--- src/hdl/lsu_defines.svh ---
`ifndef LSU_DEFINES_SVH
`define LSU_DEFINES_SVH

// pipeline widths
`define LSU_ADDR_W 32 // byte address
`define LSU_DATA_W 32 // data word
`define LSU_REG_W 5   // register index

// data cache geometry
`define LSU_LINE_BYTES 16 // power of two
`define LSU_N_LINES 4     // power of two, direct mapped

`endif
--- src/hdl/lsu_pkg.sv ---
`include "lsu_defines.svh"

package lsu_pkg;

  typedef logic [`LSU_ADDR_W-1:0]     addr_t;
  typedef logic [`LSU_DATA_W-1:0]     word_t;
  typedef logic [`LSU_REG_W-1:0]      reg_idx_t;
  typedef logic [`LSU_DATA_W/8-1:0]   strb_t;   // one enable per byte lane
  typedef logic [`LSU_LINE_BYTES*8-1:0] line_t;

  // load/store access size as encoded by execute
  typedef logic [1:0] access_size_t;

  localparam access_size_t SIZE_BYTE = 2'b00;
  localparam access_size_t SIZE_HALF = 2'b01;
  localparam access_size_t SIZE_WORD = 2'b10;

  typedef enum logic [1:0] {
    IDLE    = 2'b00,
    READY   = 2'b01,
    WAITING = 2'b10
  } stage_state_t;

  typedef enum logic [2:0] {
    C_IDLE       = 3'd0,
    C_EVICT      = 3'd1, // victim write requested
    C_EVICT_WAIT = 3'd2,
    C_FILL       = 3'd3, // line read requested
    C_FILL_WAIT  = 3'd4,
    C_FLUSH      = 3'd5,
    C_FLUSH_WAIT = 3'd6
  } cache_state_t;

endpackage : lsu_pkg

--- src/hdl/lsu_top.sv ---
`timescale 1ns/1ps

module lsu_top (
  input  logic                  clk_i,
  input  logic                  rst_i,

  // from execute
  input  logic                  valid_i,
  input  logic                  is_load_i,
  input  logic                  is_store_i,
  input  logic                  is_unsigned_i,
  input  logic                  reg_wr_en_i,
  input  lsu_pkg::access_size_t access_size_i,
  input  lsu_pkg::addr_t        addr_i,
  input  lsu_pkg::word_t        store_data_i,
  input  lsu_pkg::reg_idx_t     wr_reg_i,

  // to writeback
  output logic                  stall_o,
  output logic                  wb_valid_o,
  output logic                  wb_reg_wr_en_o,
  output lsu_pkg::reg_idx_t     wb_wr_reg_o,
  output lsu_pkg::word_t        wb_data_o,

  // line port to backing memory
  output logic                  rd_req_valid_o,
  output logic                  wr_req_valid_o,
  output lsu_pkg::addr_t        mem_addr_o,
  output lsu_pkg::line_t        wr_line_o,
  input  logic                  mem_gnt_i,
  input  logic                  mem_rvalid_i,
  input  lsu_pkg::line_t        mem_line_i,
  input  logic                  mem_write_done_i,

  input  logic                  flush_i,
  output logic                  done_o
);

  import lsu_pkg::*;

  logic  cache_req;
  logic  cache_wr;
  logic  cache_hit;
  logic  cache_rvalid;
  word_t cache_rdata;
  word_t cache_wdata;
  strb_t cache_wstrb;

  access_decode i_access_decode (
    .access_size_i (access_size_i),
    .addr_i        (addr_i),
    .store_data_i  (store_data_i),
    .wstrb_o       (cache_wstrb),
    .wdata_o       (cache_wdata)
  );

  mem_stage i_mem_stage (
    .clk_i          (clk_i),
    .rst_i          (rst_i),
    .valid_i        (valid_i),
    .is_load_i      (is_load_i),
    .is_store_i     (is_store_i),
    .reg_wr_en_i    (reg_wr_en_i),
    .cache_hit_i    (cache_hit),
    .cache_rvalid_i (cache_rvalid),
    .cache_req_o    (cache_req),
    .cache_wr_o     (cache_wr),
    .stall_o        (stall_o),
    .wb_valid_o     (wb_valid_o),
    .wb_reg_wr_en_o (wb_reg_wr_en_o)
  );

  data_cache i_data_cache (
    .clk_i            (clk_i),
    .rst_i            (rst_i),
    .req_i            (cache_req),
    .wr_i             (cache_wr),
    .addr_i           (addr_i),
    .wdata_i          (cache_wdata),
    .wstrb_i          (cache_wstrb),
    .hit_o            (cache_hit),
    .rvalid_o         (cache_rvalid),
    .rdata_o          (cache_rdata),
    .rd_req_valid_o   (rd_req_valid_o),
    .wr_req_valid_o   (wr_req_valid_o),
    .mem_addr_o       (mem_addr_o),
    .wr_line_o        (wr_line_o),
    .mem_gnt_i        (mem_gnt_i),
    .mem_rvalid_i     (mem_rvalid_i),
    .mem_line_i       (mem_line_i),
    .mem_write_done_i (mem_write_done_i),
    .flush_i          (flush_i),
    .done_o           (done_o)
  );

  load_align i_load_align (
    .rdata_i       (cache_rdata),
    .addr_i        (addr_i),
    .access_size_i (access_size_i),
    .is_unsigned_i (is_unsigned_i),
    .data_o        (wb_data_o)
  );

  assign wb_wr_reg_o = wr_reg_i; // held by execute while stalled

endmodule : lsu_top

--- src/hdl/load_align.sv ---
`timescale 1ns/1ps

`include "lsu_defines.svh"

module load_align (
  input  lsu_pkg::word_t        rdata_i,
  input  lsu_pkg::addr_t        addr_i,
  input  lsu_pkg::access_size_t access_size_i,
  input  logic                  is_unsigned_i,
  output lsu_pkg::word_t        data_o
);

  import lsu_pkg::*;

  localparam int LANE_W = $clog2(`LSU_DATA_W / 8);

  word_t shifted;

  assign shifted = rdata_i >> {addr_i[LANE_W-1:0], 3'b000}; // addressed byte to bit 0

  always_comb begin
    case (access_size_i)
      SIZE_BYTE: begin
        data_o = {{(`LSU_DATA_W-8){shifted[7] & !is_unsigned_i}}, shifted[7:0]};
      end
      SIZE_HALF: begin
        data_o = {{(`LSU_DATA_W-16){shifted[15] & !is_unsigned_i}}, shifted[15:0]};
      end
      SIZE_WORD: begin
        data_o = shifted;
      end
      default: begin
        data_o = shifted;
      end
    endcase
  end

endmodule : load_align

--- src/hdl/mem_stage.sv ---
`timescale 1ns/1ps

module mem_stage (
  input  logic clk_i,
  input  logic rst_i,

  input  logic valid_i,
  input  logic is_load_i,
  input  logic is_store_i,
  input  logic reg_wr_en_i,

  input  logic cache_hit_i,
  input  logic cache_rvalid_i,
  output logic cache_req_o,
  output logic cache_wr_o,

  output logic stall_o,
  output logic wb_valid_o,
  output logic wb_reg_wr_en_o
);

  import lsu_pkg::*;

  stage_state_t state_q, state_d;

  always_ff @(posedge clk_i) begin
    if (!rst_i) begin
      state_q <= IDLE;
    end else begin
      state_q <= state_d;
    end
  end

  always_comb begin
    state_d        = state_q;
    cache_req_o    = 1'b0;
    cache_wr_o     = 1'b0;
    stall_o        = 1'b0;
    wb_valid_o     = 1'b0;
    wb_reg_wr_en_o = 1'b0;

    case (state_q)
      IDLE: begin
        state_d = READY; // one settle cycle after reset
      end
      READY: begin
        if (valid_i) begin
          cache_req_o = is_load_i | is_store_i;
          cache_wr_o  = is_store_i;
          if (is_load_i || is_store_i) begin
            if (cache_hit_i) begin
              wb_valid_o     = 1'b1;
              wb_reg_wr_en_o = is_load_i ? 1'b1 : reg_wr_en_i;
            end else begin
              stall_o = 1'b1; // cache starts its refill on this request
              state_d = WAITING;
            end
          end else begin
            wb_valid_o     = 1'b1;
            wb_reg_wr_en_o = reg_wr_en_i;
          end
        end
      end
      WAITING: begin
        stall_o = 1'b1;
        if (cache_rvalid_i && is_load_i) begin
          wb_valid_o     = 1'b1;
          wb_reg_wr_en_o = 1'b1;
          stall_o        = 1'b0;
          state_d        = READY;
        end else if (cache_hit_i && is_store_i) begin
          // line now resident, do the store write
          cache_req_o    = 1'b1;
          cache_wr_o     = 1'b1;
          wb_valid_o     = 1'b1;
          wb_reg_wr_en_o = reg_wr_en_i;
          stall_o        = 1'b0;
          state_d        = READY;
        end
      end
      default: state_d = IDLE;
    endcase
  end

endmodule : mem_stage

--- src/hdl/data_cache.sv ---
`timescale 1ns/1ps

`include "lsu_defines.svh"

module data_cache #(
  parameter int N_LINES    = `LSU_N_LINES,
  parameter int LINE_BYTES = `LSU_LINE_BYTES
)(
  input  logic           clk_i,
  input  logic           rst_i,

  input  logic           req_i,
  input  logic           wr_i,
  input  lsu_pkg::addr_t addr_i,
  input  lsu_pkg::word_t wdata_i,
  input  lsu_pkg::strb_t wstrb_i,
  output logic           hit_o,
  output logic           rvalid_o,
  output lsu_pkg::word_t rdata_o,

  output logic           rd_req_valid_o,
  output logic           wr_req_valid_o,
  output lsu_pkg::addr_t mem_addr_o,
  output lsu_pkg::line_t wr_line_o,
  input  logic           mem_gnt_i,
  input  logic           mem_rvalid_i,
  input  lsu_pkg::line_t mem_line_i,
  input  logic           mem_write_done_i,

  input  logic           flush_i,
  output logic           done_o
);

  import lsu_pkg::*;

  localparam int WORD_BITS = `LSU_DATA_W;
  localparam int STRB_W    = WORD_BITS / 8;
  localparam int OFF_W     = $clog2(LINE_BYTES);
  localparam int IDX_W     = $clog2(N_LINES);
  localparam int WSEL_W    = OFF_W - $clog2(STRB_W);
  localparam int TAG_W     = `LSU_ADDR_W - IDX_W - OFF_W;

  cache_state_t state_q, state_d;

  line_t            data_q [N_LINES];
  logic [TAG_W-1:0] tag_q  [N_LINES];
  logic [N_LINES-1:0] valid_q;
  logic [N_LINES-1:0] dirty_q;

  logic [IDX_W-1:0]  flush_idx_q;
  logic              flush_ack_q; // flush finished, wait for flush_i to drop
  logic              rvalid_q;
  logic              done_q;

  logic [TAG_W-1:0]  req_tag;
  logic [IDX_W-1:0]  req_idx;
  logic [WSEL_W-1:0] req_wsel;
  logic [IDX_W-1:0]  sel_idx;
  logic              flush_phase;
  logic              flush_last;
  logic              store_hit;
  logic              fill_done;
  logic              wb_done;
  logic              flush_step;
  logic              flush_end;

  assign req_tag  = addr_i[`LSU_ADDR_W-1 -: TAG_W];
  assign req_idx  = addr_i[OFF_W +: IDX_W];
  assign req_wsel = addr_i[OFF_W-1 -: WSEL_W];

  assign hit_o    = valid_q[req_idx] && (tag_q[req_idx] == req_tag);
  assign rdata_o  = data_q[req_idx][int'(req_wsel) * WORD_BITS +: WORD_BITS];
  assign rvalid_o = rvalid_q;
  assign done_o   = done_q;

  assign flush_phase = (state_q == C_FLUSH) || (state_q == C_FLUSH_WAIT);
  assign flush_last  = (flush_idx_q == IDX_W'(N_LINES - 1));
  assign sel_idx     = flush_phase ? flush_idx_q : req_idx; // line being written back
  assign store_hit   = (state_q == C_IDLE) && req_i && wr_i && hit_o;

  // memory side request levels
  assign rd_req_valid_o = (state_q == C_FILL);
  assign wr_req_valid_o = (state_q == C_EVICT) ||
                          ((state_q == C_FLUSH) && dirty_q[flush_idx_q]);
  assign wr_line_o      = data_q[sel_idx];

  always_comb begin
    if ((state_q == C_FILL) || (state_q == C_FILL_WAIT)) begin
      mem_addr_o = {req_tag, req_idx, {OFF_W{1'b0}}};
    end else begin
      mem_addr_o = {tag_q[sel_idx], sel_idx, {OFF_W{1'b0}}};
    end
  end

  always_comb begin
    state_d    = state_q;
    fill_done  = 1'b0;
    wb_done    = 1'b0;
    flush_step = 1'b0;
    flush_end  = 1'b0;

    case (state_q)
      C_IDLE: begin
        if (req_i && !hit_o) begin
          state_d = dirty_q[req_idx] ? C_EVICT : C_FILL;
        end else if (flush_i && !flush_ack_q) begin
          state_d = C_FLUSH;
        end
      end
      C_EVICT: begin
        if (mem_gnt_i) begin
          state_d = C_EVICT_WAIT;
        end
      end
      C_EVICT_WAIT: begin
        if (mem_write_done_i) begin
          wb_done = 1'b1;
          state_d = C_FILL;
        end
      end
      C_FILL: begin
        if (mem_gnt_i) begin
          state_d = C_FILL_WAIT;
        end
      end
      C_FILL_WAIT: begin
        if (mem_rvalid_i) begin
          fill_done = 1'b1;
          state_d   = C_IDLE;
        end
      end
      C_FLUSH: begin
        if (dirty_q[flush_idx_q]) begin
          if (mem_gnt_i) begin
            state_d = C_FLUSH_WAIT;
          end
        end else begin
          flush_step = 1'b1; // clean line, skip
          if (flush_last) begin
            flush_end = 1'b1;
            state_d   = C_IDLE;
          end
        end
      end
      C_FLUSH_WAIT: begin
        if (mem_write_done_i) begin
          wb_done    = 1'b1;
          flush_step = 1'b1;
          flush_end  = flush_last;
          state_d    = flush_last ? C_IDLE : C_FLUSH;
        end
      end
      default: state_d = C_IDLE;
    endcase
  end

  always_ff @(posedge clk_i) begin
    if (!rst_i) begin
      state_q     <= C_IDLE;
      valid_q     <= '0;
      dirty_q     <= '0;
      flush_idx_q <= '0;
      flush_ack_q <= 1'b0;
      rvalid_q    <= 1'b0;
      done_q      <= 1'b0;
    end else begin
      state_q  <= state_d;
      rvalid_q <= fill_done; // line is in the array when this pulses
      done_q   <= flush_end;
      if (flush_end) begin
        flush_ack_q <= 1'b1;
      end else if (!flush_i) begin
        flush_ack_q <= 1'b0;
      end
      if (flush_step) begin
        flush_idx_q <= flush_idx_q + 1'b1; // wraps to 0 after the last line
      end
      if (wb_done) begin
        dirty_q[sel_idx] <= 1'b0;
      end
      if (fill_done) begin
        valid_q[req_idx] <= 1'b1;
        dirty_q[req_idx] <= 1'b0;
      end
      if (store_hit) begin
        dirty_q[req_idx] <= 1'b1;
      end
    end
  end

  // line data and tags
  always_ff @(posedge clk_i) begin
    if (fill_done) begin
      data_q[req_idx] <= mem_line_i;
      tag_q[req_idx]  <= req_tag;
    end else if (store_hit) begin
      for (int b = 0; b < STRB_W; b++) begin
        if (wstrb_i[b]) begin
          data_q[req_idx][int'(req_wsel) * WORD_BITS + b * 8 +: 8] <= wdata_i[b*8 +: 8];
        end
      end
    end
  end

endmodule : data_cache

--- src/hdl/access_decode.sv ---
`timescale 1ns/1ps

`include "lsu_defines.svh"

module access_decode (
  input  lsu_pkg::access_size_t access_size_i,
  input  lsu_pkg::addr_t        addr_i,
  input  lsu_pkg::word_t        store_data_i,
  output lsu_pkg::strb_t        wstrb_o,
  output lsu_pkg::word_t        wdata_o
);

  import lsu_pkg::*;

  localparam int LANES  = `LSU_DATA_W / 8;
  localparam int LANE_W = $clog2(LANES);

  strb_t base_strb;

  always_comb begin
    case (access_size_i)
      SIZE_BYTE: begin
        base_strb = strb_t'(1);
        wdata_o   = {LANES{store_data_i[7:0]}}; // byte copied into every lane
      end
      SIZE_HALF: begin
        base_strb = strb_t'(3);
        wdata_o   = {(LANES/2){store_data_i[15:0]}};
      end
      SIZE_WORD: begin
        base_strb = '1;
        wdata_o   = store_data_i;
      end
      default: begin
        base_strb = '1;
        wdata_o   = store_data_i;
      end
    endcase
  end

  // move the enables onto the addressed lanes
  assign wstrb_o = base_strb << addr_i[LANE_W-1:0];

endmodule : access_decode

--- config.mk ---
export PLATFORM = sky130hd
export DESIGN_NAME = lsu_top
export DESIGN_NICKNAME = d
export VERILOG_FILES = /design/src/hdl/lsu_pkg.sv /design/src/hdl/lsu_top.sv /design/src/hdl/load_align.sv /design/src/hdl/mem_stage.sv /design/src/hdl/data_cache.sv /design/src/hdl/access_decode.sv
export VERILOG_INCLUDE_DIRS = /design/src /design/src/hdl
export SDC_FILE = /design/constraint.sdc
export NUM_CORES = 1
export LEC_CHECK = 0
export ABC_AREA = 0
export ABC_CLOCK_PERIOD_IN_PS = 6100
export BUFFER_PORTS_ARGS = -buffer_cell sky130_fd_sc_hd__buf_2
export CORE_ASPECT_RATIO = 1.2
export CORE_MARGIN = 8
export CORE_UTILIZATION = 59
export DETAILED_ROUTE_END_ITERATION = 8
export GPL_TIMING_DRIVEN = 1
export PLACE_DENSITY = 0.81
export SLEW_MARGIN = 30
export SYNTH_ARGS = -nofsm -noshare
export SYNTH_HDL_FRONTEND = slang
export SYNTH_HIERARCHICAL = 1
export SYNTH_SLANG_ARGS = --single-unit
--- constraint.sdc ---
create_clock -name clk_i -period 6.1 [get_ports clk_i]
set_input_delay 1.22 -clock clk_i [delete_from_list [all_inputs] [get_ports clk_i]]
set_output_delay 1.22 -clock clk_i [all_outputs]
set_load 0.02 [all_outputs]
; Word-level counts from Yosys, hierarchy flattened
; Memory sizes are Yosys's and may differ from the RTL's.
; Index checks and enable logic that the tools add are counted.
[word_totals]
regBits = 18
mem_bits_rw = 616
in_bits = 210
out_inout_bits = 203
wordCells = 1208
mem_count = 2
[classes]
n_addsub = 8
n_lt_le_gt_ge = 5
eq_ne = 24
shifts = 11
mux = 605
bitwise = 521
n_reduce_logical = 24
[mem_list]
columns = name, depth, word_bits, read_ports, rd_clocked_by_memory_dff, wr, line_no
row1 = i_data_cache.data_q, 4, 128, 2, 0, 1, data_cache.sv:45  ; line_t data_q [N_LINES];
row2 = i_data_cache.tag_q, 4, 26, 2, 0, 1, data_cache.sv:46  ; logic [TAG_W-1:0] tag_q [N_LINES];
[op_table]
columns = op, n
row1 = two-way mux 1 bit, 560
row2 = OR 1 bit, 513
row3 = two-way mux 128 bit, 4
row4 = variable shift 8 x 33 -> 128 bit (first input constant), 4
row5 = indexed part select 8 x 33 -> 128 bit, 4
row6 = case mux 32 bit (2 select lines), 2
row7 = indexed part select 128 x 8 -> 32 bit, 1
row8 = negation 32 -> 33 bit, 3
row9 = two-way mux 3 bit, 11
row10 = negation 7 -> 33 bit, 1
row11 = two-way mux 32 bit, 1
row12 = right shift 32 x 5 -> 32 bit, 1
row13 = equality test 26 bit, 1
row14 = case mux 3 bit (7 select lines), 1
row15 = two-way mux 4 bit, 5
row16 = adder 7 x 5 -> 8 bit (second input constant), 2
row17 = two-way mux 2 bit, 7
row18 = case mux 1 bit (2 select lines), 7
row19 = != test 2 bit (second input constant), 6
row20 = logical AND 1 bit, 11
row21 = equality test 3 bit (second input constant), 3
row22 = less-than comparator 2 x 3 -> 1 bit (second input constant), 3
row23 = adder 7 x 4 -> 8 bit (second input constant), 1
row24 = bitwise AND 4 bit, 2
row25 = 25 further kinds, 44

; Logic depth before layout (Yosys ltp)
[logic_depth]
depth_word = 17
depth_mapped = 19
ltp_nobuf = 13

; Hierarchy
; The synthesis kept the hierarchy.
[by_module_without_submodules]
columns = mod, instances, cells_each, area_each_um2, seq_area_each_um2
row1 = data_cache, 1, 1831, 31903.1, 18818.0
row2 = load_align, 1, 107, 694.4, 0.0
row3 = access_decode, 1, 60, 488.0, 0.0
row4 = mem_stage, 1, 37, 284.0, 40.0
row5 = lsu_top, 1, 5, 37.5, 0.0

; Worst setup path before layout
; Ideal clock, no wire load.
[synth_timing]
path_kind = input-to-output
start = input port addr_i[4]
end = output port wb_data_o[10]
t_arrival_ns = 4.408
t_required_ns = 4.880
slack_ns = 0.472
stages = 11
n_path_buf = 5
cell_sequence = buf_6 -> buf_6 -> buf_6 -> buf_2 -> buf_1 -> mux4_2 -> mux4_2 -> mux2i_1 -> mux2i_1 -> a21boi_2 -> nor2_1
[synth_via]
elab_chain_len = 5
[synth_lines]
columns = item, line_no
row1 = start: declaration, lsu_top.sv:14  ; input lsu_pkg::addr_t addr_i,
row2 = memory (4 x 128 bit), n/a
row3 = indexed part select 128 x 8 -> 32 bit, data_cache.sv:72  ; assign rdata_o = data_q[req_idx][int'(req_wsel) * WORD_BITS +: WORD_BITS];
row4 = via cache_rdata[31], lsu_top.sv:45  ; word_t cache_rdata;
row5 = right shift 32 x 5 -> 32 bit, load_align.sv:19  ; assign shifted = rdata_i >> {addr_i[LANE_W-1:0], 3'b000};
row6 = bitwise AND 1 bit, load_align.sv:24  ; data_o = {{(`LSU_DATA_W-8){shifted[7] & !is_unsigned_i}}, shifted[7:0]};
row7 = case mux 32 bit (2 select lines), load_align.sv:22  ; case (access_size_i)
row8 = end: declaration, lsu_top.sv:23  ; output lsu_pkg::word_t wb_data_o,
; The timed path passes the listed nets, and every way through them passes these cells.

; Worst setup path after layout
[layout_timing]
start = input port addr_i[4]
end = output port wb_data_o[10]
[layout_via]
elab_cells_between_ends = 5
cone_classes = shift (2) / mux (1) / bitwise (1) / memory (1)
[layout_rtl]
columns = item, line_no
row1 = memory (4 x 128 bit), n/a
row2 = indexed part select 128 x 8 -> 32 bit, data_cache.sv:72
row3 = via cache_rdata[18], lsu_top.sv:45
row4 = right shift 32 x 5 -> 32 bit, load_align.sv:19
row5 = case mux 32 bit (2 select lines), load_align.sv:22
; The timed path passes the listed nets, and every way through them passes these cells.

==> flow_summary.json <==
{
  "outcome": "completed",
  "crit_arrival_ps": 4720,
  "worst_path_dominant_cell_family": "multiplexers",
  "worstMarginPinSlew_ps": 939.2,
  "avgSynthCellArea_sq_um": 16.38,
  "crit_chain": "buf_8 > buf_12 > buf_4 > mux4_2 > mux4_2 > mux2i_1 > nor2_1 > a211oi_1 > nor2_1 > buf_2",
  "synth_edf_count": 616,
  "drtPass1Iterations": 5,
  "die_x_um": 233.2,
  "rsz0062_at_grt": "false",
  "grt_pass1_wl_mm": 154.3,
  "drt_iter0_drc": 3082,
  "drive_gt1_share_pct": 43.28,
  "final_area_sq_um": 39430,
  "hold_slack_ps": 472.9,
  "hold_viol": 0,
  "grt_max_degree": 70,
  "min_period_ps": 5944,
  "routed_via_density": 6.857,
  "cts_tree": "yes",
  "synth_most_common_cell": "edfxtp_1",
  "layout.area.seq_sq_um": 18860,
  "placed_cell_area_sq_um": 37380,
  "place_congestion": 0.9451,
  "ant_nets": 0,
  "port_buffers": 398,
  "p_sw_mw": 3.603,
  "p_clk_share_pct": 31.9,
  "syn_inst": 2040,
  "root_buffer": "clkbuf_16",
  "slew_headroom_pct": 36.72,
  "num_rows": 95,
  "intPower_mw": 8.332,
  "sw_frac_of_total_pct": 30.19,
  "fillers": 3447,
  "postLayoutCoreUtil_pct": 70.42,
  "critPathMaxFanout": 34,
  "cts_setup_buffers": 0,
  "place_hpwl_mm": 76.52,
  "cpPeakStageDelay_ps": 630,
  "ir_drop_uv": 254.4,
  "finalMaxSlewViolations": 0,
  "required_ps": 4880,
  "worst_slack_ps": 156.3,
  "final-setup-viol-count": 0,
  "hold_buffers": 0,
  "vias": 22428,
  "finClkSkew_ps": 42.99,
  "period_share_pct": 97.44,
  "start_kind": "input pin",
  "synth_ff_type": "edfxtp_1",
  "cts_buffers": 60,
  "async_flop_share_pct": 0,
  "place_ws_ps": 114.2,
  "cts-resized-gates": 0,
  "cts_max_level": 2,
  "fmax_mhz": 168.2,
  "layout.nets": 2710,
  "routed_wl_mm": 107.1,
  "cts_buffer_depth": 3,
  "grt_overflow": 0,
  "syn2layout_area_growth_pct": 18.01,
  "antenna_found_initial": 10,
  "slowest_stage": "a211oi_1",
  "die_h_um": 276.7,
  "yosysWarnings": 6,
  "synthTopCellsByCount": "edfxtp_1, mux4_2, mux2i_1",
  "cts.clk_slew.worst_paths_ps": 60,
  "comb_power_share_pct": 26.0,
  "grt_util_all_layers_pct": 32.56,
  "io_pins": 413,
  "yosysTopAreaCell": "edfxtp_1",
  "mappedNetlistArea_sq_um": 33410,
  "path_depth": 10,
  "dieArea_sq_um": 64520,
  "p_leak_nw": 13.82,
  "insertion_delay_ps": 650,
  "wire_per_inst_um": 32.74,
  "grt_pass1_vias": 23546,
  "synthDistinctLibCells": 75,
  "drc_errors": 0,
  "finalSetupTns_ps": 0,
  "synth_top_area_share_pct": 55.37,
  "drv_cap": 0,
  "core_area_sq_um": 55980,
  "min_path_cells": 1,
  "critPathBufInv": 4,
  "critical_path_class": "input pin to output pin",
  "reg2regPathDepth": 16,
  "seq_power_share_pct": 42.1,
  "synthTopCellsByArea": "edfxtp_1, mux4_2, mux2i_1",
  "ys_ff_latch": 634,
  "seq_area_frac_synth_pct": 56.45,
  "cellPowerDensity_nw_per_um2": 302.7,
  "start_util_pct": 59.67,
  "end_kind": "output pin",
  "multi_input_area_sq_um": 13160,
  "cts.sinks": 634,
  "hold_path_class": "flop to flop"
}
[final cells by class]
| cell class | count | share of cell area (%) |
|---|---|---|
| flip-flops and latches | 634 | 47.83 |
| repair buffers | 545 | 9.975 |
| multi-input cells | 1105 | 33.37 |
| well taps | 727 | 2.307 |
| clock inverters | 31 | 0.9489 |
| inverters | 143 | 1.393 |
| clock buffers | 81 | 4.138 |
| diodes | 5 | 0.03174 |
[worst paths after layout]
path	from	endpoint	slack, ps
worst max register to register	i_data_cache/tag_q[3][10]	i_data_cache/data_q[3][108]	1520
worst min-delay path	i_data_cache/valid_q[1]	i_data_cache/valid_q[1]	470
worst min register to register	i_data_cache/valid_q[1]	i_data_cache/valid_q[1]	470
worst max-delay path	addr_i[4]	wb_data_o[10]	160
[per-stage QoR]
step                total power, mW  std cells
floorplan                     7.007       2043
global placement              8.103       3154
detailed placement            8.170       3154
CTS                           11.94       3266
global route                  12.25       3267
finish                        11.93       3271
[cells in the final DEF, fill, tap and decap left out, types with 6 or more instances in the layout]
master / Yosys / layout
a211oi_1: 16 / 16
a21oi_1: 42 / 41
a21oi_2: 41 / 42
and3_1: 34 / 34
buf_12: 1 / 65
buf_2: 28 / 396
buf_4: 24 / 80
bufinv_16: 0 / 7
clkbuf_1: 73 / 17
clkbuf_16: 0 / 61
clkinv_1: 1 / 8
clkinv_2: 0 / 9
dfxtp_1: 18 / 18
edfxtp_1: 616 / 616
ha_1: 11 / 11
inv_1: 140 / 139
mux2_2: 41 / 41
mux2i_1: 175 / 173
mux4_2: 332 / 332
nand2_1: 174 / 174
nand2b_1: 12 / 12
nand3_1: 15 / 14
nand3_4: 10 / 11
nand4_1: 6 / 6
nor2_1: 42 / 36
nor2_2: 0 / 6
nor2b_1: 12 / 12
nor3_1: 10 / 7
o21ai_0: 19 / 18
o21ai_1: 8 / 9
xnor2_1: 22 / 22
xor2_1: 8 / 8
[registers in the layout, summed over array words and instances, names as in the netlist]
name and cells:
i_data_cache/valid_q 4, i_data_cache/dirty_q 4, i_data_cache/tag_q 104, i_data_cache/flush_ack_q 1, i_mem_stage/state_q 2, i_data_cache/data_q 512, i_data_cache/flush_idx_q 2, i_data_cache/done_o 1
i_data_cache/state_q 3, i_data_cache/rvalid_o 1
[logic make-up (layout without fill, tap and decap cells)]
| family | count (synthesis) | in the layout | share of synthesized area (%) |
|---|---|---|---|
| muxes | 549 | 549 | 29.04 |
| xor gates and xnor gates | 30 | 30 | 0.7865 |
| other | 1 | 9 | 0.01123 |
| buffers and inverters | 304 | 800 | 4.423 |
| and+or+nand+nor | 338 | 338 | 5.146 |
| AOI/OAI and AO/OA | 173 | 173 | 3.730 |
| DFF | 634 | 634 | 56.45 |
| adders and majority gates | 11 | 11 | 0.4120 |
[power groups by stage]
| stage | Combinational [mW] | Clock [mW] | Sequential [mW] |
|---|---|---|---|
| detailed placement | 3.06 | 0 | 5.11 |
| floorplan | 1.94 | 0 | 5.07 |
| global placement | 3.01 | 0 | 5.09 |
| global route | 3.23 | 3.99 | 5.04 |
| CTS | 3.08 | 3.84 | 5.02 |
| finish | 3.10 | 3.81 | 5.03 |
[routing by layer]
layer  up-vias  track usage, %  routed length (um)
met2      1712           53.40               52670
met3       391           8.996               13270
li1       9025               -                   -
met4        12           18.13                6997
met1     11288           38.45               34080
met5         -               0                  88
(Power assumes the default switching activity.)
